--- src/hdl/datapathPkg.sv ---
`default_nettype none

package datapathPkg;

        // **************************************************
        // Widths
        // **************************************************
        localparam int wordWidth = 32;
        localparam int registerCount = 16; // Four-bit register fields in IR.
        localparam int sourceWidth = 5;

        // **************************************************
        // ALU opcodes, same encoding as IR[31:27]
        // **************************************************
        typedef enum logic [4:0] {
                opAdd = 5'd3,
                opSub = 5'd4,
                opAnd = 5'd5,
                opOr = 5'd6,
                opShr = 5'd7,
                opShra = 5'd8,
                opShl = 5'd9,
                opRor = 5'd10,
                opRol = 5'd11,
                opNeg = 5'd17,
                opNot = 5'd18
        } aluOp;

        // **************************************************
        // Bus sources
        // **************************************************
        typedef enum logic [sourceWidth-1:0] {
                srcReg0, srcReg1, srcReg2, srcReg3,
                srcReg4, srcReg5, srcReg6, srcReg7,
                srcReg8, srcReg9, srcReg10, srcReg11,
                srcReg12, srcReg13, srcReg14, srcReg15,
                srcZLow, srcPc, srcMdr, srcInPort, srcConst, srcNone
        } busSource;

endpackage

`default_nettype wire

--- src/hdl/registerFile.sv ---
`default_nettype none

module registerFile #(
        parameter int wordWidth = datapathPkg::wordWidth,
        parameter int registerCount = datapathPkg::registerCount
) (
        input wire logic Clock,
        input wire logic reset,
        input wire logic [wordWidth-1:0] busValue,
        input wire logic gra,
        input wire logic grb,
        input wire logic grc,
        input wire logic regIn,
        input wire logic regOut,
        input wire logic baOut,
        input wire logic pcIn,
        input wire logic irIn,
        input wire logic incrementPc,
        output logic [wordWidth-1:0] registerValue,
        output datapathPkg::busSource regRead,
        output logic [wordWidth-1:0] pcValue,
        output logic [wordWidth-1:0] irValue,
        output logic [wordWidth-1:0] constValue
);

        import datapathPkg::*;

        localparam int fieldWidth = $clog2(registerCount);

        logic [wordWidth-1:0] registerArray [registerCount];
        logic [registerCount-1:0] writeSelect;
        logic [fieldWidth-1:0] fieldSelect;

        // **************************************************
        // Select and encode
        // **************************************************
        assign fieldSelect = ({fieldWidth{gra}} & irValue[26 -: fieldWidth])
                | ({fieldWidth{grb}} & irValue[22 -: fieldWidth])
                | ({fieldWidth{grc}} & irValue[18 -: fieldWidth]);

        always_comb begin
                writeSelect = '0;
                writeSelect[fieldSelect] = regIn; // One-hot write enable.
        end

        // **************************************************
        // General registers
        // **************************************************
        for (genvar i = 0; i < registerCount; i++) begin : generalRegister
                logic [wordWidth-1:0] value;

                always_ff @(posedge Clock) begin
                        if (reset) begin
                                value <= '0;
                        end else if (writeSelect[i]) begin
                                value <= busValue;
                        end
                end

                assign registerArray[i] = value;
        end

        // R0 reads as zero for base addressing.
        assign registerValue = (baOut && fieldSelect == '0) ? '0 : registerArray[fieldSelect];

        assign regRead = (regOut || baOut) ? busSource'(sourceWidth'(fieldSelect)) : srcNone;

        // **************************************************
        // PC and IR
        // **************************************************
        always_ff @(posedge Clock) begin
                if (reset) begin
                        pcValue <= '0;
                end else if (pcIn) begin
                        pcValue <= busValue; // Bus load beats increment.
                end else if (incrementPc) begin
                        pcValue <= pcValue + 1'b1;
                end
        end

        always_ff @(posedge Clock) begin
                if (reset) begin
                        irValue <= '0;
                end else if (irIn) begin
                        irValue <= busValue;
                end
        end

        assign constValue = {{(wordWidth - 19){irValue[18]}}, irValue[18:0]}; // Sign extend.

        selectOneHot: assert property (@(posedge Clock) disable iff (reset)
                $onehot0({gra, grb, grc}))
                else $error("More than one register field selected.");

endmodule

`default_nettype wire

--- src/hdl/memoryInterface.sv ---
`default_nettype none

module memoryInterface #(
        parameter int wordWidth = datapathPkg::wordWidth
) (
        input wire logic Clock,
        input wire logic reset,
        input wire logic [wordWidth-1:0] busValue,
        input wire logic [wordWidth-1:0] mdataIn,
        input wire logic read,
        input wire logic mdrIn,
        input wire logic marIn,
        output logic [wordWidth-1:0] mdrValue,
        output logic [wordWidth-1:0] marValue
);

        logic [wordWidth-1:0] mdrNext;

        // Memory data during a read, bus otherwise.
        assign mdrNext = read ? mdataIn : busValue;

        // **************************************************
        // MDR
        // **************************************************
        always_ff @(posedge Clock) begin
                if (reset) begin
                        mdrValue <= '0;
                end else if (mdrIn) begin
                        mdrValue <= mdrNext;
                end
        end

        // **************************************************
        // MAR
        // **************************************************
        always_ff @(posedge Clock) begin
                if (reset) begin
                        marValue <= '0;
                end else if (marIn) begin
                        marValue <= busValue; // Address for next read.
                end
        end

endmodule

`default_nettype wire

--- src/hdl/arithmeticUnit.sv ---
`default_nettype none

module arithmeticUnit #(
        parameter int wordWidth = datapathPkg::wordWidth
) (
        input wire logic Clock,
        input wire logic reset,
        input wire logic [wordWidth-1:0] busValue,
        input wire logic yIn,
        input wire logic zIn,
        input wire datapathPkg::aluOp operation,
        output logic [wordWidth-1:0] zLowValue
);

        import datapathPkg::*;

        localparam int shiftWidth = $clog2(wordWidth);

        logic [wordWidth-1:0] yValue;
        logic [wordWidth-1:0] aluResult;
        logic [shiftWidth-1:0] shiftAmount;

        // **************************************************
        // Y operand
        // **************************************************
        always_ff @(posedge Clock) begin
                if (reset) begin
                        yValue <= '0;
                end else if (yIn) begin
                        yValue <= busValue;
                end
        end

        // **************************************************
        // ALU
        // **************************************************
        assign shiftAmount = busValue[shiftWidth-1:0];

        always_comb begin
                case (operation)
                        opAdd: aluResult = yValue + busValue;
                        opSub: aluResult = yValue - busValue;
                        opAnd: aluResult = yValue & busValue;
                        opOr: aluResult = yValue | busValue;
                        opShr: aluResult = yValue >> shiftAmount;
                        opShra: aluResult = $signed(yValue) >>> shiftAmount;
                        opShl: aluResult = yValue << shiftAmount;
                        opRor: begin
                                aluResult = (yValue >> shiftAmount)
                                        | (yValue << (wordWidth - shiftAmount));
                        end
                        opRol: begin
                                aluResult = (yValue << shiftAmount)
                                        | (yValue >> (wordWidth - shiftAmount));
                        end
                        opNeg: aluResult = '0 - busValue; // Bus only.
                        opNot: aluResult = ~busValue;
                        default: aluResult = '0;
                endcase
        end

        // **************************************************
        // Z result
        // **************************************************
        always_ff @(posedge Clock) begin
                if (reset) begin
                        zLowValue <= '0;
                end else if (zIn) begin
                        zLowValue <= aluResult;
                end
        end

        legalOperation: assert property (@(posedge Clock) disable iff (reset)
                zIn |-> operation inside {opAdd, opSub, opAnd, opOr, opShr, opShra,
                        opShl, opRor, opRol, opNeg, opNot})
                else $error("Illegal ALU opcode %0d under zIn.", operation);

endmodule

`default_nettype wire

--- src/hdl/busEncoder.sv ---
`default_nettype none

module busEncoder #(
        parameter int wordWidth = datapathPkg::wordWidth
) (
        input wire datapathPkg::busSource regRead,
        input wire logic pcOut,
        input wire logic zLowOut,
        input wire logic mdrOut,
        input wire logic inPortOut,
        input wire logic cOut,
        input wire logic [wordWidth-1:0] registerValue,
        input wire logic [wordWidth-1:0] pcValue,
        input wire logic [wordWidth-1:0] zLowValue,
        input wire logic [wordWidth-1:0] mdrValue,
        input wire logic [wordWidth-1:0] inPort,
        input wire logic [wordWidth-1:0] constValue,
        output logic [wordWidth-1:0] busValue
);

        import datapathPkg::*;

        busSource source;

        // **************************************************
        // Encoder
        // **************************************************
        always_comb begin
                if (regRead != srcNone) begin
                        source = regRead; // Register number from IR field.
                end else if (pcOut) begin
                        source = srcPc;
                end else if (zLowOut) begin
                        source = srcZLow;
                end else if (mdrOut) begin
                        source = srcMdr;
                end else if (inPortOut) begin
                        source = srcInPort;
                end else if (cOut) begin
                        source = srcConst;
                end else begin
                        source = srcNone;
                end
        end

        // **************************************************
        // Bus multiplexer
        // **************************************************
        always_comb begin
                case (source)
                        srcZLow: busValue = zLowValue;
                        srcPc: busValue = pcValue;
                        srcMdr: busValue = mdrValue;
                        srcInPort: busValue = inPort;
                        srcConst: busValue = constValue;
                        srcNone: busValue = '0; // Idle bus.
                        default: busValue = registerValue;
                endcase
        end

        always_comb begin
                singleDriver: assert final ($onehot0({regRead != srcNone, pcOut, zLowOut,
                        mdrOut, inPortOut, cOut}))
                        else $error("More than one bus source active.");
        end

endmodule

`default_nettype wire

--- src/hdl/busDatapath.sv ---
`default_nettype none

module busDatapath #(
        parameter int wordWidth = datapathPkg::wordWidth
) (
        input wire logic Clock,
        input wire logic reset,
        input wire logic [wordWidth-1:0] mdataIn,
        input wire logic [wordWidth-1:0] inPort,
        input wire logic pcOut,
        input wire logic zLowOut,
        input wire logic mdrOut,
        input wire logic inPortOut,
        input wire logic cOut,
        input wire logic regOut,
        input wire logic baOut,
        input wire logic gra,
        input wire logic grb,
        input wire logic grc,
        input wire logic regIn,
        input wire logic pcIn,
        input wire logic irIn,
        input wire logic marIn,
        input wire logic mdrIn,
        input wire logic yIn,
        input wire logic zIn,
        input wire logic incrementPc,
        input wire logic read,
        input wire datapathPkg::aluOp operation,
        output logic [wordWidth-1:0] busValue,
        output logic [wordWidth-1:0] marValue
);

        import datapathPkg::*;

        logic [wordWidth-1:0] registerValue;
        logic [wordWidth-1:0] pcValue;
        logic [wordWidth-1:0] constValue;
        logic [wordWidth-1:0] mdrValue;
        logic [wordWidth-1:0] zLowValue;
        busSource regRead;

        registerFile #(
                .wordWidth(wordWidth),
                .registerCount(registerCount)
        ) registers (
                .Clock(Clock), .reset(reset), .busValue(busValue),
                .gra(gra), .grb(grb), .grc(grc),
                .regIn(regIn), .regOut(regOut), .baOut(baOut),
                .pcIn(pcIn), .irIn(irIn), .incrementPc(incrementPc),
                .registerValue(registerValue), .regRead(regRead),
                .pcValue(pcValue), .irValue(), .constValue(constValue)
        );

        memoryInterface #(.wordWidth(wordWidth)) memory (
                .Clock(Clock), .reset(reset), .busValue(busValue),
                .mdataIn(mdataIn), .read(read), .mdrIn(mdrIn), .marIn(marIn),
                .mdrValue(mdrValue), .marValue(marValue)
        );

        arithmeticUnit #(.wordWidth(wordWidth)) arithmetic (
                .Clock(Clock), .reset(reset), .busValue(busValue),
                .yIn(yIn), .zIn(zIn), .operation(operation),
                .zLowValue(zLowValue)
        );

        busEncoder #(.wordWidth(wordWidth)) encoder (
                .regRead(regRead), .pcOut(pcOut), .zLowOut(zLowOut),
                .mdrOut(mdrOut), .inPortOut(inPortOut), .cOut(cOut),
                .registerValue(registerValue), .pcValue(pcValue),
                .zLowValue(zLowValue), .mdrValue(mdrValue),
                .inPort(inPort), .constValue(constValue),
                .busValue(busValue)
        );

endmodule

`default_nettype wire

--- config.mk ---
export PLATFORM = sky130hd
export DESIGN_NAME = busDatapath
export DESIGN_NICKNAME = d
export VERILOG_FILES = /design/src/hdl/datapathPkg.sv /design/src/hdl/registerFile.sv /design/src/hdl/memoryInterface.sv /design/src/hdl/arithmeticUnit.sv /design/src/hdl/busEncoder.sv /design/src/hdl/busDatapath.sv
export SDC_FILE = /design/constraint.sdc
export NUM_CORES = 2
export LEC_CHECK = 0
export ABC_AREA = 1
export BUFFER_PORTS_ARGS = -buffer_cell sky130_fd_sc_hd__buf_4
export CORE_ASPECT_RATIO = 1.25
export CORE_MARGIN = 8
export CORE_UTILIZATION = 40
export DETAILED_ROUTE_END_ITERATION = 12
export PLACE_DENSITY = 0.63
export RECOVER_POWER = 50
export SLEW_MARGIN = 20
export SYNTH_ARGS = -nofsm -noshare
export SYNTH_HDL_FRONTEND = slang
export SYNTH_SLANG_ARGS = --single-unit
--- constraint.sdc ---
create_clock -name Clock -period 4.9 [get_ports Clock]
set_input_delay 0.245 -clock Clock [delete_from_list [all_inputs] [get_ports Clock]]
set_output_delay 0.245 -clock Clock [all_outputs]
set_load 0.01 [all_outputs]
==> results.yml <==
run_status:
  status: "complete, no violations"
clock_tree:
  htreeDepth: 3
  cts_max_path_buffers: 3
  clk_transition_reported_paths_ns: 0.06
  cts_inserted_buffers: 71
  root_buffer: "sky130_fd_sc_hd__clkbuf_16"
  cts.sinks: 699
  cts_tree: "done"
  worst_skew_pair.late_latency_ns: 0.68
worst_setup_path:
  worstSetupStartpointType: "flip-flop"
  worst_r2r_startpoint: "registers.irValue[19]"
  r2r.worst_path.cells: 28
  standard_cell_with_the_maximum_stage_delay_on_the_critical_path: "sky130_fd_sc_hd__dfxtp_1"
  critPathCaptureType: "flip-flop"
  timing_worst_setup_path_type: "flip-flop to flip-flop"
  rrSetupSlack_ns: 0.12
  capture_point_of_the_worst_reg_to_reg_path: "arithmetic.zLowValue[5]"
  required_time_of_the_worst_setup_path_ns: 5.47
  critPathArrivalTime_ns: 5.35
  critical-path-max-stage-delay_ns: 0.33
  critical_path.max_fanout: 41
floorplanning:
  standard_cell_rows: 137
  initial_core_utilization_pct: 40.37
  core-area_um2: 111600
  chipHeight_um: 391.2
  die_w_um: 316.2
  io-pin-count: 154
  design.die.area_um2: 123700
worst_hold_path:
  worstHoldPathType: "primary input to flip-flop"
  min_from: "mdataIn[3]"
  hold_path_depth: 3
  worst_hold_path.endpoint: "memory.mdrValue[3]"
global_routing:
  wire_length_of_the_first_global_routing_pass_um: 344800
  number_of_antenna_violations_at_the_first_check_in_global_routing: 19
  grt_max_degree: 122
  via_count_of_the_first_global_routing_pass: 50200
  grt.total_usage_pct: 37.81
  grt_overflow: 0
routing:
  route.vias.total: 53920
  drtPass1Iterations: 6
  drt_drc_violations_left: 0
  route.final.wire_length_um: 244000
  ant_nets: 0
  drt_first_iter_violations: 5954
  route.detailed.vias_per_inst: 5.649
  wire_per_inst_um: 25.57
job:
  max_cap_viol_count: 0
logic_synthesis:
  synthesis.area_um2: 45050
  avgSynthCellArea_um2: 6.059
  synthesis.instances: 7434
  asyncSetResetFlopFracSynth_pct: 0
  synth.yosys.seq_area_share_pct: 31.06
  syn_nets: 7622
  main_synth_ff_type: "sky130_fd_sc_hd__dfxtp_1"
  synth.yosys.warnings: 0
  yosysUniqueCellTypes: 57
  synth-edff-count: 0
  ys_ff_latch: 699
timing:
  slew_viol_final: 0
  fin_ws_ns: 0.1207
  hold_viol: 0
  layout_worst_path_cycle_share_pct: 97.54
  slew_headroom_pct: 25.20
  transition_time_at_the_pin_with_the_least_slew_margin_ns: 1.122
  finClkSkew_ns: 0.03773
  timing.final.crit_period_ns: 4.779
  max_freq_mhz: 209.2
  rsz0062_at_grt: "yes"
  finalSetupViolations: 0
power:
  irDropWorstVdd_mv: 0.3129
  totalPowerFinal_uw: 31730
  static_leakage_uw: 0.02856
  power.density_cell_area_nw_per_um2: 568.9
layout:
  layout-drive-gt1-share_pct: 14.94
  nFillCells: 11790
  area.growth.synth_to_final_pct: 23.80
  fin_util_pct: 49.98
  net_count_final: 8208
  final_design_area_no_fill_um2: 55770
placed_design:
  detailedPlace.worstSlack_ns: -0.2662
  dpl_cell_area_um2: 52740
  port-buffer-count: 153
  globalplace.congestion: 1.082
  hpwl_um: 184200
==> area by class of cell <==
| cell class | count | area (um^2) | share of cell area [%] |
|---|---|---|---|
| tap | 1459 | 1826 | 3.273 |
| multi-input combinational | 5095 | 24880 | 44.61 |
| sequential | 699 | 13990 | 25.09 |
| clock inverter | 35 | 399.1 | 0.7157 |
| timing repair buffer | 1003 | 8284 | 14.85 |
| antenna | 8 | 20.02 | 0.03590 |
| inverter | 1150 | 4329 | 7.763 |
| clock buffer | 95 | 2039 | 3.657 |
==> routing by layer <==
| metal | GRT usage, % | wire (um) | up-vias |
|---|---|---|---|
| met2 | 62.14 | 111500 | 2683 |
| met4 | 32.45 | 24990 | 6 |
| li1 | - | - | 25280 |
| met5 | 0 | 43 | - |
| met3 | 6.763 | 18550 | 838 |
| met1 | 42.15 | 88960 | 25110 |
==> flip-flops by register name, summed over array words and instances (netlist names) <==
name and cells:
registers.generalRegister.value 512, arithmetic.yValue 32, arithmetic.zLowValue 32, memory.marValue 32, memory.mdrValue 32, registers.pcValue 32, registers.irValue 27
==> synthesized netlist by cell type, types with 4 or more instances <==
library cell	n	area, um^2
sky130_fd_sc_hd__clkinv_1	7	26.28
sky130_fd_sc_hd__ha_1	97	1214
sky130_fd_sc_hd__nor2_1	265	994.7
sky130_fd_sc_hd__o21a_1	4	30.03
sky130_fd_sc_hd__xnor2_1	5	43.79
sky130_fd_sc_hd__clkbuf_1	259	972.2
sky130_fd_sc_hd__and2_1	7	43.79
sky130_fd_sc_hd__nand2_2	19	118.9
sky130_fd_sc_hd__a31oi_1	18	112.6
sky130_fd_sc_hd__nor4_1	8	50.05
sky130_fd_sc_hd__xor2_1	9	78.83
sky130_fd_sc_hd__inv_1	1115	4185
sky130_fd_sc_hd__o22ai_1	176	1101
sky130_fd_sc_hd__or2_2	12	75.07
sky130_fd_sc_hd__nand3b_1	11	82.58
sky130_fd_sc_hd__o21ai_0	826	4134
sky130_fd_sc_hd__o211ai_1	109	818.3
sky130_fd_sc_hd__dfxtp_1	699	13990
sky130_fd_sc_hd__nand4_1	78	488.0
sky130_fd_sc_hd__o221ai_1	16	140.1
sky130_fd_sc_hd__nor3_1	34	170.2
sky130_fd_sc_hd__nand2_1	2051	7699
sky130_fd_sc_hd__buf_1	66	247.7
sky130_fd_sc_hd__buf_6	9	101.4
sky130_fd_sc_hd__a21oi_1	445	2227
sky130_fd_sc_hd__nor2_4	4	45.04
sky130_fd_sc_hd__o21ai_1	45	225.2
sky130_fd_sc_hd__a2111oi_0	11	96.34
sky130_fd_sc_hd__buf_2	130	650.6
sky130_fd_sc_hd__inv_2	27	101.4
sky130_fd_sc_hd__a211oi_1	23	172.7
sky130_fd_sc_hd__a221oi_1	4	35.03
sky130_fd_sc_hd__buf_4	26	195.2
sky130_fd_sc_hd__o21bai_1	6	45.04
sky130_fd_sc_hd__nand3_1	741	3709
sky130_fd_sc_hd__nor2_2	10	62.56
sky130_fd_sc_hd__o2111ai_1	26	227.7
==> per-stage QoR <==
step | instances | TNS (ns) | hold slack [ns]
finish | 9544 | 0 | 0.03301
global route | 9538 | -0.1348 | 0.02058
CTS | 9524 | 0 | 0.00003397
detailed placement | 9360 | -0.2893 | 0.4577
global placement | 9360 | -0.2209 | 0.4554
floorplan | 7434 | 0 | 0.4055
==> power by group <==
| part | leakage, uW | switching (uW) | internal [uW] | total [uW] |
|---|---|---|---|---|
| Clock | 0.00121 | 2550 | 3280 | 5830 |
| Sequential | 0.00567 | 240 | 6020 | 6260 |
| Combinational | 0.0217 | 12800 | 6880 | 19600 |
==> layout by cell type, fill, tap and decap left out, types with 20 or more instances in the layout <==
master / synthesis / routed
sky130_fd_sc_hd__nand2_2: 19 / 41
sky130_fd_sc_hd__inv_2: 27 / 27
sky130_fd_sc_hd__dfxtp_1: 699 / 699
sky130_fd_sc_hd__inv_1: 1115 / 1113
sky130_fd_sc_hd__clkbuf_1: 259 / 41
sky130_fd_sc_hd__nand4_1: 78 / 78
sky130_fd_sc_hd__nor2_1: 265 / 260
sky130_fd_sc_hd__o22ai_1: 176 / 175
sky130_fd_sc_hd__a211oi_1: 23 / 21
sky130_fd_sc_hd__clkbuf_16: 0 / 75
sky130_fd_sc_hd__nand3_1: 741 / 736
sky130_fd_sc_hd__ha_1: 97 / 92
sky130_fd_sc_hd__nand2_1: 2051 / 2022
sky130_fd_sc_hd__o21ai_0: 826 / 810
sky130_fd_sc_hd__o2111ai_1: 26 / 26
sky130_fd_sc_hd__clkinv_2: 1 / 20
sky130_fd_sc_hd__dlygate4sd3_1: 0 / 34
sky130_fd_sc_hd__nor3_1: 34 / 33
sky130_fd_sc_hd__buf_12: 0 / 56
sky130_fd_sc_hd__o21ai_1: 45 / 61
sky130_fd_sc_hd__o211ai_1: 109 / 109
sky130_fd_sc_hd__buf_4: 26 / 872
sky130_fd_sc_hd__a21oi_1: 445 / 440
==> worst max-delay path by stage <==
stage / start / endpoint
5_1_grt: registers.irValue[20] / arithmetic.zLowValue[15]
2_1_floorplan: registers.irValue[19] / arithmetic.zLowValue[24]
3_3_place_gp: grc / arithmetic.zLowValue[13]
6_report: registers.irValue[19] / arithmetic.zLowValue[5]
3_5_place_dp: grc / arithmetic.zLowValue[13]
4_1_cts: registers.irValue[16] / arithmetic.zLowValue[13]
==> critical path: cells and delay by family, from the launching register on <==
kind            cells  cell delay (ns)
compound gates      2             0.36
fa+ha+maj           1             0.24
buf+inv             6             0.99
flops               1             0.33
simple gates       19             2.68
==> cell families after synthesis <==
logic type / after synthesis / synth area share [%]
adder cells (fa/ha/maj): 98 / 2.739
AND/OR/NAND/NOR: 3252 / 30.32
AO/OA/AOI/OAI: 1731 / 21.21
XOR/XNOR: 14 / 0.2722
flip-flops: 699 / 31.06
buffers and inverters: 1640 / 14.40
==> what timing repair did <==
| item | 4_1_cts | 5_1_grt |
|---|---|---|
| resized for setup | 1 | 60 |
| endpoints found under the hold margin | 39 | 0 |
| hold buffers | 34 | 0 |
| setup buffers | 0 | 10 |
| setup endpoints to repair | 1 | 19 |
| cloned | 0 | 2 |
| pin swaps | 0 | 17 |
Power figures use the tool's default switching activity.
